$ cat config.mk
export PLATFORM = sky130hd
export DESIGN_NAME = sdramController
export DESIGN_NICKNAME = d
export VERILOG_FILES = /design/src/design/sdramPkg.sv /design/src/design/commandSequencer.sv /design/src/design/readCapture.sv /design/src/design/refreshScheduler.sv /design/src/design/requestDecoder.sv /design/src/design/sdramController.sv
export SDC_FILE = /design/constraint.sdc
export NUM_CORES = 1
export LEC_CHECK = 0
export ABC_AREA = 1
export BUFFER_PORTS_ARGS = -buffer_cell sky130_fd_sc_hd__buf_2
export CORE_UTILIZATION = 30
export DETAILED_ROUTE_END_ITERATION = 10
export HOLD_SLACK_MARGIN = 0.03
export SYNTH_ARGS = -nofsm -noshare
export SYNTH_HDL_FRONTEND = slang
export SYNTH_SLANG_ARGS = --single-unit
$ cat constraint.sdc
create_clock -name Clock -period 3.5 [get_ports Clock]
set_clock_uncertainty 0.2 [all_clocks]
set_input_delay 0.35 -clock Clock [delete_from_list [all_inputs] [get_ports Clock]]
set_output_delay 0.35 -clock Clock [all_outputs]
set_load 0.01 [all_outputs]
$ cat src/design/sdramPkg.sv
`default_nettype none

package sdramPkg;

	//////////////////////////////
	// field widths
	//////////////////////////////
	localparam int DataWidth      = 16;                       // dq width
	localparam int BankWidth      = 2;                        // ba pins
	localparam int RowWidth       = 13;                       // row address bits
	localparam int ColWidth       = 10;                       // column address bits
	localparam int SdramAddrWidth = 13;                       // a12..a0
	localparam int HostAddrWidth  = BankWidth + RowWidth + ColWidth; // 25 bit word address

	typedef logic [DataWidth-1:0]      dataT;                 // one dq word
	typedef logic [BankWidth-1:0]      bankT;
	typedef logic [RowWidth-1:0]       rowT;
	typedef logic [ColWidth-1:0]       colT;
	typedef logic [HostAddrWidth-1:0]  hostAddrT;             // {bank, row, col}
	typedef logic [SdramAddrWidth-1:0] sdramAddrT;

	//////////////////////////////
	// commands and opcodes
	//////////////////////////////
	// {cs, ras, cas, we}, all active low
	typedef enum logic [3:0] {
		Inhibit         = 4'b1111,                            // cs high, chip ignores the rest
		Nop             = 4'b0111,
		Activate        = 4'b0011,                            // opens row on ba
		Read            = 4'b0101,                            // a10 high gives auto precharge
		Write           = 4'b0100,                            // a10 high gives auto precharge
		PrechargeAll    = 4'b0010,                            // a10 high selects all banks
		AutoRefresh     = 4'b0001,
		ModeRegisterSet = 4'b0000                             // mode word on the address pins
	} sdramCmdT;

	typedef enum logic {
		OpRead  = 1'b0,
		OpWrite = 1'b1
	} hostOpT;

	typedef enum logic [4:0] {
		StPowerUp, StFirstNop,                                 // power up wait
		StInitPrecharge, StInitPrechargeNop,                   // init precharge
		StInitRefresh, StInitRefreshNop,                       // init refresh loop
		StModeSet, StModeSetNop,                               // mode register
		StIdle,
		StRefPrecharge, StRefNop, StRefresh, StRefreshNop,     // periodic refresh
		StActivate, StActivateNop,                             // row open
		StWrite, StWriteRecover,
		StRead, StReadWait
	} seqStateT;

endpackage

`default_nettype wire

$ cat src/design/commandSequencer.sv
`timescale 1ns/1ps
`default_nettype none

module commandSequencer import sdramPkg::*; #(
	parameter int PowerUpCycles    = 5000,          // clocks with cke low after reset
	parameter int InitRefreshCount = 8,             // auto refreshes during init
	parameter int CasLatency       = 2              // 2 or 3
) (
	input  wire         Clock,
	input  wire         Reset_L,
	input  wire         ReqValid,
	input  wire hostOpT Op,
	input  wire bankT   Bank,
	input  wire rowT    Row,
	input  wire colT    Col,
	input  wire dataT   WriteData,
	input  wire         RefreshDue,
	output logic        ReqReady,
	output logic        Accept,
	output logic        InitDone,
	output logic        RefreshAck,
	output logic        ReadIssued,                  // lines up with the read on the pins
	output logic        Cke,
	output logic        CsL,
	output logic        RasL,
	output logic        CasL,
	output logic        WeL,
	output sdramAddrT   Addr,
	output bankT        Ba,
	output dataT        DqOut,
	output logic        DqOe,
	output logic [1:0]  Dqm                          // {hi, lo} byte masks
);

	localparam int TimerWidth = $clog2(PowerUpCycles + CasLatency + 4);
	localparam int LoopWidth  = $clog2(InitRefreshCount + 2);
	// burst length 1, sequential, cas latency in a6..a4
	localparam sdramAddrT ModeWord = {3'b000, 1'b0, 2'b00, 3'(CasLatency), 1'b0, 3'b000};
	localparam sdramAddrT AllBanks = sdramAddrT'(1 << 10);       // a10 high

	seqStateT              state, stateNext;
	sdramCmdT              cmdNext;
	logic [TimerWidth-1:0] waitCnt, waitNext;                  // shared wait timer
	logic [LoopWidth-1:0]  refLeft, refLeftNext;               // init refreshes still to go
	sdramAddrT             addrNext;
	bankT                  baNext;
	logic [1:0]            dqmNext;
	logic                  ckeNext, dqOeNext, ackNext, issueNext;

	assign ReqReady = (state == StIdle) && !RefreshDue;        // refresh has priority
	assign Accept   = ReqReady && ReqValid;

	//////////////////////////////
	// next state and pin values
	//////////////////////////////
	always_comb begin
		stateNext   = state;
		cmdNext     = Nop;                                   // nop unless a state says so
		ckeNext     = 1'b1;
		addrNext    = '0;
		baNext      = '0;
		dqmNext     = 2'b11;                                 // masked outside an access
		dqOeNext    = 1'b0;
		ackNext     = 1'b0;
		issueNext   = 1'b0;
		refLeftNext = refLeft;
		waitNext    = (waitCnt != '0) ? waitCnt - 1'b1 : '0;
		unique case (state)
			StPowerUp: begin
				cmdNext = Inhibit;
				ckeNext = 1'b0;                              // clock enable held off
				if (waitCnt == '0)
					stateNext = StFirstNop;
			end
			StFirstNop:         stateNext = StInitPrecharge;
			StInitPrecharge: begin
				cmdNext     = PrechargeAll;
				addrNext    = AllBanks;
				refLeftNext = LoopWidth'(InitRefreshCount);
				stateNext   = StInitPrechargeNop;
			end
			StInitPrechargeNop: stateNext = (refLeft != '0) ? StInitRefresh : StModeSet;
			StInitRefresh: begin
				cmdNext     = AutoRefresh;
				refLeftNext = refLeft - 1'b1;
				waitNext    = TimerWidth'(2);                // three nops follow
				stateNext   = StInitRefreshNop;
			end
			StInitRefreshNop: begin
				if (waitCnt == '0)
					stateNext = (refLeft != '0) ? StInitRefresh : StModeSet;
			end
			StModeSet: begin
				cmdNext   = ModeRegisterSet;
				addrNext  = ModeWord;                        // ba stays zero
				waitNext  = TimerWidth'(2);
				stateNext = StModeSetNop;
			end
			StModeSetNop: begin
				if (waitCnt == '0)
					stateNext = StIdle;
			end
			StIdle: begin
				if (RefreshDue)
					stateNext = StRefPrecharge;
				else if (Accept)
					stateNext = StActivate;                  // decoder latches this edge
			end
			StRefPrecharge: begin
				cmdNext   = PrechargeAll;
				addrNext  = AllBanks;
				stateNext = StRefNop;
			end
			StRefNop:           stateNext = StRefresh;
			StRefresh: begin
				cmdNext   = AutoRefresh;
				ackNext   = 1'b1;                            // reloads the interval
				waitNext  = TimerWidth'(2);
				stateNext = StRefreshNop;
			end
			StRefreshNop: begin
				if (waitCnt == '0)
					stateNext = StIdle;
			end
			StActivate: begin
				cmdNext   = Activate;
				addrNext  = Row;
				baNext    = Bank;
				dqmNext   = 2'b00;
				stateNext = StActivateNop;
			end
			StActivateNop: begin
				baNext    = Bank;
				dqmNext   = 2'b00;
				stateNext = (Op == OpWrite) ? StWrite : StRead;
			end
			StWrite: begin
				cmdNext   = Write;
				addrNext  = AllBanks | sdramAddrT'(Col);     // auto precharge
				baNext    = Bank;
				dqmNext   = 2'b00;
				dqOeNext  = 1'b1;                            // data goes out with the command
				waitNext  = TimerWidth'(1);                  // two recovery nops
				stateNext = StWriteRecover;
			end
			StWriteRecover: begin
				dqmNext = 2'b00;
				if (waitCnt == '0)
					stateNext = StIdle;
			end
			StRead: begin
				cmdNext   = Read;
				addrNext  = AllBanks | sdramAddrT'(Col);     // auto precharge
				baNext    = Bank;
				dqmNext   = 2'b00;
				issueNext = 1'b1;
				waitNext  = TimerWidth'(CasLatency);         // cas latency plus one nops
				stateNext = StReadWait;
			end
			StReadWait: begin
				dqmNext = 2'b00;                             // dqm read latency covered
				if (waitCnt == '0)
					stateNext = StIdle;
			end
			default:            stateNext = StPowerUp;
		endcase
	end

	//////////////////////////////
	// state and pin registers
	//////////////////////////////
	always_ff @(posedge Clock or negedge Reset_L) begin
		if (!Reset_L) begin
			state                  <= StPowerUp;
			waitCnt                <= TimerWidth'(PowerUpCycles - 1);  // power up wait armed
			refLeft                <= '0;
			Cke                    <= 1'b0;
			{CsL, RasL, CasL, WeL} <= Inhibit;
			Dqm                    <= 2'b11;
			DqOe                   <= 1'b0;
			InitDone               <= 1'b0;
			RefreshAck             <= 1'b0;
			ReadIssued             <= 1'b0;
		end else begin
			state                  <= stateNext;
			waitCnt                <= waitNext;
			refLeft                <= refLeftNext;
			Cke                    <= ckeNext;
			{CsL, RasL, CasL, WeL} <= cmdNext;
			Dqm                    <= dqmNext;
			DqOe                   <= dqOeNext;
			RefreshAck             <= ackNext;
			ReadIssued             <= issueNext;
			if (state == StModeSetNop && waitCnt == '0)
				InitDone <= 1'b1;                            // sticky until reset
		end
	end

	always_ff @(posedge Clock) begin
		Addr <= addrNext;
		Ba   <= baNext;
		if (state == StWrite)
			DqOut <= WriteData;                              // held until the next write
	end

	// refresh scheduler and host only see init done after the mode register set
	assert property (@(posedge Clock) disable iff (!Reset_L)
		({CsL, RasL, CasL, WeL} == Activate) |-> InitDone)
		else $error("activate before init done");

	assert property (@(posedge Clock) disable iff (!Reset_L)
		DqOe |-> ({CsL, RasL, CasL, WeL} == Write))
		else $error("dq driven outside a write command");

endmodule

`default_nettype wire

$ cat src/design/readCapture.sv
`timescale 1ns/1ps
`default_nettype none

module readCapture import sdramPkg::*; #(
	parameter int CasLatency = 2                     // 2 or 3
) (
	input  wire       Clock,
	input  wire       Reset_L,
	input  wire       ReadIssued,                    // high in the read command cycle
	input  wire dataT DqIn,
	output logic      RspValid,                      // one cycle, no back pressure
	output dataT      RspData
);

	logic [CasLatency-1:0] issuePipe;                // one bit per read in flight
	logic                  captureNow;

	assign captureNow = issuePipe[CasLatency-1];     // cas latency after the command

	//////////////////////////////
	// latency pipe
	//////////////////////////////
	always_ff @(posedge Clock or negedge Reset_L) begin
		if (!Reset_L) begin
			issuePipe <= '0;
			RspValid  <= 1'b0;
		end else begin
			issuePipe <= {issuePipe[CasLatency-2:0], ReadIssued};   // shift toward the msb
			RspValid  <= captureNow;                     // data is on RspData now
		end
	end

	// sample dq at the edge that ends the latency
	always_ff @(posedge Clock) begin
		if (captureNow)
			RspData <= DqIn;
	end

	// reads are spaced wider than the latency, so pulses never merge
	assert property (@(posedge Clock) disable iff (!Reset_L)
		RspValid |=> !RspValid)
		else $error("read response held two cycles");

endmodule

`default_nettype wire

$ cat src/design/refreshScheduler.sv
`timescale 1ns/1ps
`default_nettype none

module refreshScheduler #(
	parameter int RefreshInterval = 375              // clocks between refresh requests
) (
	input  wire  Clock,
	input  wire  Reset_L,
	input  wire  InitDone,                           // level, high once init finished
	input  wire  RefreshAck,                         // one cycle, with the auto refresh
	output logic RefreshDue                          // held until acked
);

	localparam int CountWidth = $clog2(RefreshInterval + 1);

	logic [CountWidth-1:0] count;                    // down counter to next refresh
	logic                  initDoneDly;              // also arms the due flag

	always_ff @(posedge Clock or negedge Reset_L) begin
		if (!Reset_L) begin
			initDoneDly <= 1'b0;
			count       <= '0;
			RefreshDue  <= 1'b0;
		end else begin
			initDoneDly <= InitDone;
			if ((InitDone && !initDoneDly) || RefreshAck)
				count <= CountWidth'(RefreshInterval);   // start or restart interval
			else if (count != '0)
				count <= count - 1'b1;                   // parks at zero
			if (RefreshAck)
				RefreshDue <= 1'b0;                      // ack wins over a new due
			else if (initDoneDly && count == '0)
				RefreshDue <= 1'b1;
		end
	end

	// the sequencer is the only one allowed to clear a pending refresh
	assert property (@(posedge Clock) disable iff (!Reset_L)
		$fell(RefreshDue) |-> $past(RefreshAck))
		else $error("refresh due dropped without an ack");

endmodule

`default_nettype wire

$ cat src/design/requestDecoder.sv
`timescale 1ns/1ps
`default_nettype none

module requestDecoder import sdramPkg::*; (
	input  wire           Clock,
	input  wire           Reset_L,
	input  wire           Accept,                  // one cycle, request taken this edge
	input  wire hostOpT   ReqOp,
	input  wire hostAddrT ReqAddr,
	input  wire dataT     ReqData,
	output hostOpT        Op,                      // held for the whole access
	output bankT          Bank,
	output rowT           Row,
	output colT           Col,
	output dataT          WriteData
);

	// opcode steers the sequencer, so it comes out of reset known
	always_ff @(posedge Clock or negedge Reset_L) begin
		if (!Reset_L) begin
			Op <= OpRead;
		end else if (Accept) begin
			Op <= ReqOp;
		end
	end

	// address split, bank on top then row then column
	always_ff @(posedge Clock) begin
		if (Accept) begin
			Bank      <= ReqAddr[ColWidth+RowWidth +: BankWidth];   // top two bits
			Row       <= ReqAddr[ColWidth +: RowWidth];             // middle thirteen
			Col       <= ReqAddr[ColWidth-1:0];                     // low ten
			WriteData <= ReqData;                                   // unused on reads
		end
	end

endmodule

`default_nettype wire

$ cat src/design/sdramController.sv
`timescale 1ns/1ps
`default_nettype none

module sdramController import sdramPkg::*; #(
	parameter int PowerUpCycles    = 5000,          // about 100 us at 50 MHz
	parameter int InitRefreshCount = 8,
	parameter int RefreshInterval  = 375,           // 7.5 us at 50 MHz
	parameter int CasLatency       = 2
) (
	input  wire           Clock,
	input  wire           Reset_L,
	// host request and read response
	input  wire           ReqValid,
	output logic          ReqReady,
	input  wire hostOpT   ReqOp,
	input  wire hostAddrT ReqAddr,
	input  wire dataT     ReqData,
	output logic          RspValid,
	output dataT          RspData,
	// sdram pins
	output logic          Cke,
	output logic          CsL,
	output logic          RasL,
	output logic          CasL,
	output logic          WeL,
	output sdramAddrT     Addr,
	output bankT          Ba,
	output dataT          DqOut,
	output logic          DqOe,
	input  wire dataT     DqIn,
	output logic [1:0]    Dqm
);

	logic   accept, initDone, refreshDue, refreshAck, readIssued;
	hostOpT accOp;                                  // latched request fields
	bankT   accBank;
	rowT    accRow;
	colT    accCol;
	dataT   accData;

	requestDecoder i_requestDecoder (
		.Clock(Clock), .Reset_L(Reset_L), .Accept(accept),
		.ReqOp(ReqOp), .ReqAddr(ReqAddr), .ReqData(ReqData),
		.Op(accOp), .Bank(accBank), .Row(accRow), .Col(accCol), .WriteData(accData)
	);

	refreshScheduler #(.RefreshInterval(RefreshInterval)) i_refreshScheduler (
		.Clock(Clock), .Reset_L(Reset_L), .InitDone(initDone),
		.RefreshAck(refreshAck), .RefreshDue(refreshDue)
	);

	commandSequencer #(
		.PowerUpCycles(PowerUpCycles), .InitRefreshCount(InitRefreshCount),
		.CasLatency(CasLatency)
	) i_commandSequencer (
		.Clock(Clock), .Reset_L(Reset_L), .ReqValid(ReqValid),
		.Op(accOp), .Bank(accBank), .Row(accRow), .Col(accCol), .WriteData(accData),
		.RefreshDue(refreshDue), .ReqReady(ReqReady), .Accept(accept),
		.InitDone(initDone), .RefreshAck(refreshAck), .ReadIssued(readIssued),
		.Cke(Cke), .CsL(CsL), .RasL(RasL), .CasL(CasL), .WeL(WeL),
		.Addr(Addr), .Ba(Ba), .DqOut(DqOut), .DqOe(DqOe), .Dqm(Dqm)
	);

	readCapture #(.CasLatency(CasLatency)) i_readCapture (
		.Clock(Clock), .Reset_L(Reset_L), .ReadIssued(readIssued),
		.DqIn(DqIn), .RspValid(RspValid), .RspData(RspData)
	);

endmodule

`default_nettype wire

**After elaboration in Yosys (flattened, before gate mapping)**

Cells that the tools add are included.

- Register bits after elaboration: 136
- Input port bits: 61
- Output and inout bits: 57
- Logic and storage cells: 99

- $add $sub $neg: 3
- Eq/ne operators: 22
- Multiplexer cells: 22
- Reductions and logical operators: 25

Operators with widths:

| kind | number |
|---|---|
| one-hot mux 5 bit (16 select lines) | 1 |
| one-hot mux 13 bit (4 select lines) | 1 |
| equality test 5 x 4 -> 1 bit (second input constant) | 8 |
| two-way mux 5 bit | 6 |
| one-hot mux 4 bit (7 select lines) | 1 |
| one-hot mux 13 bit (2 select lines) | 1 |
| equality test 5 x 3 -> 1 bit (second input constant) | 4 |
| two-way mux 9 bit | 2 |
| equality test 5 bit (second input constant) | 3 |
| logical NOT 13 bit | 1 |
| two-way mux 13 bit | 1 |
| nonzero test 13 bit | 1 |
| subtractor 13 x 1 -> 13 bit (second input constant) | 1 |
| OR reduction 4 bit | 3 |
| equality test 5 x 2 -> 1 bit (second input constant) | 2 |
| logical NOT 9 bit | 1 |
| nonzero test 9 bit | 1 |
| subtractor 9 x 1 -> 9 bit (second input constant) | 1 |
| one-hot mux 4 bit (2 select lines) | 1 |
| two-way mux 1 bit | 6 |
| != test 2 x 1 -> 1 bit (second input constant) | 3 |
| nonzero test 2 bit | 3 |
| OR reduction 2 bit | 3 |
| OR reduction 6 bit | 1 |
| other kinds (10) | 16 |

**Depth between registers and ports, before layout**

- Depth in word-level cells: 6
- Depth in mapped cells: 10
- Depth with buffers taken out: 10

**Cells and area by module**

Synthesis repeated with hierarchy kept, for this count alone.

- Cells, all modules: 419
- Area total of the unflattened synthesis: 5149.9 um^2

Modules (own cells, without submodules):

| module | times used | cells an instance | area each (um^2) | seq. area each (um^2) |
|---|---|---|---|---|
| commandSequencer | 1 | 279 | 2741.4 | 1596.5 |
| requestDecoder | 1 | 46 | 1271.2 | 1256.2 |
| refreshScheduler | 1 | 75 | 581.8 | 275.3 |
| readCapture | 1 | 19 | 555.5 | 555.5 |

**Least setup slack after synthesis**

OpenSTA, ideal clock, no wires.

- Path kind: reg-to-reg
- From: register i_commandSequencer.state[2]
- To: register i_requestDecoder.Bank[0], enable pin
- Library setup time: 0.441 ns
- Data arrival time: 2.541 ns
- Required time: 2.859 ns
- Path slack: 0.318 ns
- Cell stages (with the launch flop): 6
- Path buffers: 0
- Period minus slack after synthesis: 3.182 ns
- Cells stage by stage: dfrtp_1 > inv_2 > nand2_2 > nor2_1 > nand3_1 > nor2_1

- Word-level cells in the longest chain between the ends: 3

Ends and longest elaborated chain:

| item | RTL line | RTL |
|---|---|---|
| start, declared | commandSequencer.sv:41 | `seqStateT state, stateNext;` |
| start signal, assigned | commandSequencer.sv:174 | `state <= StPowerUp;` |
| start signal, assigned | commandSequencer.sv:185 | `state <= stateNext;` |
| equality test 5 x 4 -> 1 bit | commandSequencer.sv:50 | `assign ReqReady = (state == StIdle) && !RefreshDue;` |
| logical AND 1 bit | commandSequencer.sv:50 |  |
| logical AND 1 bit | commandSequencer.sv:51 | `assign Accept = ReqReady && ReqValid;` |
| net accept | sdramController.sv:34 | `logic accept, initDone, refreshDue, refreshAck, readIssued;` |
| end signal, assigned | requestDecoder.sv:30 | `Bank <= ReqAddr[ColWidth+RowWidth +: BankWidth];` |
| end, declared | requestDecoder.sv:12 | `output bankT Bank,` |

The timed path passes the listed nets, and every way through them passes these cells.
A chain may end at the register's enable or synchronous reset.

**Worst setup path in the final report**

- From: register i_commandSequencer.state[2]
- To: output ReqReady

- Word-level cells in the longest chain between the ends: 2

Ends and longest elaborated chain:

| item | RTL line | RTL |
|---|---|---|
| equality test 5 x 4 -> 1 bit | commandSequencer.sv:50 |  |
| logical AND 1 bit | commandSequencer.sv:50 |  |
| end, declared | sdramController.sv:14 | `output logic ReqReady,` |

No other way between the ends.

==> impl_metrics.py <==
metrics = {
    "status": {
        "status": "completed",
    },
    "sta": {
        "sum_neg_setup_slack_ps": 0,
        "unrepaired_setup_endpoints_after_global_routing": "false",
        "timing_hold_violations_final": 0,
        "slew_violations": 0,
        "period_minus_slack_ps": 2160,
        "worst_slew_margin_rel_pct": 42.9,
        "timing.final.crit_share_pct": 61.8,
        "tightestPinTransition_ps": 856,
        "fmax_ghz": 0.462,
        "hold-worst-slack_ps": 157,
        "final-setup-viol-count": 0,
    },
    "route": {
        "detail_route.iter0.violations": 217,
        "wl_met3_um": 677,
        "routed-wl-met2_um": 5310,
        "route.detailed.wl_per_inst_um": 12.8,
        "drt_total_wl_um": 10800,
        "drt.antenna.violating_nets": 0,
        "routed_via_density": 4.27,
        "drt_drc_violations_left": 0,
        "dr.max_layer_used": "met4",
        "routed-via-count": 3603,
        "wirelength_met1_um": 4590,
        "drt_pass_1_iters": 4,
    },
    "setup_path": {
        "required_ps": 2950,
        "crit_end_category": "output port",
        "setup.worst_path.end": "ReqReady",
        "critical_path_arrival_ps": 1610,
        "rr_endpoint": "i_commandSequencer.Addr[5]",
        "worst-r2r-cell-count": 7,
        "crit_start": "i_commandSequencer.state[2]",
        "startpoint_type": "flip-flop",
        "crit_fanout": 5,
        "reg2reg_slack_ps": 1400,
        "critical_path_class": "flip-flop to output port",
        "reg2reg_from": "i_commandSequencer.state[4]",
    },
    "run": {
        "cap_violations": 0,
    },
    "final_layout": {
        "layout-drive-gt1-share_pct": 29.7,
        "antenna_diode_count": 0,
        "num-nets-final": 675,
        "area_growth_pct": 39.0,
        "multiInputGateArea_um2": 1210,
        "fillerInstances": 1535,
        "layout.area.seq_um2": 3680,
    },
    "floorplanning": {
        "fp-row-count": 47,
        "io_pins": 118,
        "die-area_um2": 17600,
        "core-area_um2": 16600,
        "initial_core_util_pct": 30.8,
        "die_w_um": 133,
        "floorplan.die.height_um": 133,
    },
    "hold_path": {
        "hp-class": "flip-flop to flip-flop",
    },
    "global_routing": {
        "antenna_found_initial": 0,
        "grt_pass1_wl_um": 17700,
        "grt_start_max_net_pins": 43,
        "grt_overflow": 0,
        "grt_use_total_pct": 13.1,
        "first_global_vias": 3756,
    },
    "synthesis": {
        "yosys.cell_types.count": 37,
        "synth-warning-count": 0,
        "yosys.area.top_type_share_pct": 42.8,
        "synth.avg_cell_area_um2": 12.2,
        "synth-seq-cells": 135,
        "synthFlopType": "sky130_fd_sc_hd__edfxtp_1",
        "asr_flop_ratio_synth_pct": 34.8,
        "synthCells": 419,
        "synth.largest_area_cell": "sky130_fd_sc_hd__edfxtp_1",
        "yosys-top-cells-area": "sky130_fd_sc_hd__edfxtp_1 (43%), sky130_fd_sc_hd__dfrtp_1 (17%), sky130_fd_sc_hd__dfstp_2 (6.2%), sky130_fd_sc_hd__dfxtp_1 (5.9%), sky130_fd_sc_hd__nand2_1 (5.3%)",
        "synth_enable_flop_cells": 73,
        "synth_sequential_area_ratio_pct": 72.0,
        "mappedNetlistArea_um2": 5120,
        "syn_nets": 484,
    },
    "clocking": {
        "clk_pin_slew_worst_paths_ps": 60,
        "cts_max_path_buffers": 2,
        "tritoncts": "done",
        "clock-sinks": 135,
        "tritoncts.num_buffers": 17,
        "clk_root_buffer_cell": "sky130_fd_sc_hd__clkbuf_16",
        "max_h_tree_level": 4,
        "clock_latency_ps": 420,
    },
    "power": {
        "p_int_mw": 3.53,
        "peakVddDrop_mv": 0.517,
        "power_per_cell_area_nw_per_um2": 716,
        "combinationalPowerShare_pct": 24.8,
        "seqPwrFrac_pct": 42.1,
        "p_sw_mw": 1.57,
        "fin_total_pwr_mw": 5.10,
        "netSwitchingFraction_pct": 30.8,
        "clock_power_share_pct": 33.1,
        "leakagePower_nw": 3.17,
    },
    "placed_design": {
        "globalplace.congestion": 0.923,
        "total_of_buffers_placed_on_input_and_output_ports": 117,
        "dp_hpwl_um": 7370,
    },
}
## metal layers
metal	up-vias	GRT usage [%]
li1	1781	-
met1	1680	14.8
met2	124	22.0
met3	18	4.79
met4	0	5.94
met5	-	0
## final cells by class
class / instances / area share [%]
clock buffers: 23 / 7.03
clock inverters: 9 / 1.02
inverters: 48 / 2.53
multi-input cells: 230 / 17.0
flip-flops and latches: 135 / 51.8
well taps: 220 / 3.87
repair buffers: 178 / 16.7
## cell usage in the layout (no fill, tap or decap), types with 2 or more instances in the layout
cell type / count
sky130_fd_sc_hd__clkbuf_16: 19
sky130_fd_sc_hd__nand3b_1: 2
sky130_fd_sc_hd__clkbuf_1: 3
sky130_fd_sc_hd__inv_1: 43
sky130_fd_sc_hd__o21ai_0: 13
sky130_fd_sc_hd__inv_2: 5
sky130_fd_sc_hd__buf_2: 117
sky130_fd_sc_hd__dfstp_2: 12
sky130_fd_sc_hd__xor2_1: 8
sky130_fd_sc_hd__nand3_2: 2
sky130_fd_sc_hd__dfxtp_1: 15
sky130_fd_sc_hd__dfrtp_1: 35
sky130_fd_sc_hd__clkinvlp_4: 2
sky130_fd_sc_hd__nor2_4: 5
sky130_fd_sc_hd__ha_1: 4
sky130_fd_sc_hd__nand3_1: 27
sky130_fd_sc_hd__edfxtp_1: 73
sky130_fd_sc_hd__buf_4: 2
sky130_fd_sc_hd__nand4_1: 2
sky130_fd_sc_hd__clkinv_1: 2
sky130_fd_sc_hd__a21oi_1: 6
sky130_fd_sc_hd__nor3_1: 5
sky130_fd_sc_hd__nor2_2: 6
sky130_fd_sc_hd__a22o_1: 9
sky130_fd_sc_hd__nand2_2: 4
sky130_fd_sc_hd__nor2_1: 50
sky130_fd_sc_hd__nand2_1: 72
sky130_fd_sc_hd__xnor2_1: 3
sky130_fd_sc_hd__clkinv_2: 4
sky130_fd_sc_hd__dlygate4sd3_1: 59
sky130_fd_sc_hd__nand2_4: 2
## cells by family after synthesis
family          after synthesis  share of synthesized area (%)
simple gates                180                           16.3
flops                       135                           72.0
buf+inv                      54                           4.52
compound gates               35                           4.40
xor+xnor                     11                           1.88
fa+ha+maj                     4                          0.978
## state kept, by name (all words and copies together) (netlist names), 2 cells and up
name	flops
i_commandSequencer.DqOut	16
i_commandSequencer.refLeft	4
i_readCapture.issuePipe	2
i_commandSequencer.Ba	2
i_requestDecoder.Col	10
i_commandSequencer.waitCnt	13
i_commandSequencer.state	5
i_requestDecoder.WriteData	16
i_readCapture.RspData	16
i_requestDecoder.Bank	2
i_commandSequencer.Addr	13
i_requestDecoder.Row	13
i_refreshScheduler.count	9
## through the flow
stage               cell area, um2  setup WS (ps)  std cells  util [%]
finish                        7110           1340        843      42.7
global route                  7110           1210        843      42.7
CTS                           7110           1310        843      42.7
detailed placement            5950           1440        752      35.8
global placement              5950           1520        752      35.8
floorplan                     5120            318        419         -
## worst min-delay path by stage
stage / startpoint / endpoint / slack, ps / cells after the start
floorplan: Reset_L / i_commandSequencer.Cke / -150 / 0
global placement: i_readCapture.issuePipe[0] / i_readCapture.issuePipe[1] / 130 / 0
detailed placement: i_commandSequencer.ReadIssued / i_readCapture.issuePipe[0] / 140 / 0
CTS: i_commandSequencer.ReadIssued / i_readCapture.issuePipe[0] / 160 / 0
global route: i_commandSequencer.ReadIssued / i_readCapture.issuePipe[0] / 170 / 0
finish: i_commandSequencer.ReadIssued / i_readCapture.issuePipe[0] / 160 / 0
## critical path, cell delays in order (launching register included)
cell,delay [ps]
sky130_fd_sc_hd__dfrtp_1,430
sky130_fd_sc_hd__inv_2,90
sky130_fd_sc_hd__nand2_2,60
sky130_fd_sc_hd__nor2_1,120
sky130_fd_sc_hd__nand3_1,190
sky130_fd_sc_hd__inv_1,160
sky130_fd_sc_hd__buf_2,150
## synth_stat cells (all sizes together) (2+ instances only)
master and count:
nand3b 2, o21ai 13, nor2 61, nor3 7, xor2 8, nand4 2, nand3 29, a21oi 6
dfxtp 15, clkbuf 2, edfxtp 73, xnor2 3, dfrtp 35, a22o 9, buf 4, nand2 78
dfstp 12, inv 48, ha 4
## timing repair
item	4_1_cts	5_1_grt
gates resized for setup	0	0
buffers inserted	0	0
hold buffers	59	0
hold endpoints to repair	86	0
## power groups by stage
stage / registers [mW] / clock network, mW / logic, mW
2_1_floorplan: 2.14 / 0 / 0.924
3_3_place_gp: 2.17 / 0 / 1.19
3_5_place_dp: 2.17 / 0 / 1.22
4_1_cts: 2.15 / 1.73 / 1.28
5_1_grt: 2.18 / 1.80 / 1.46
6_report: 2.14 / 1.69 / 1.26
(Power assumes the default switching activity.)
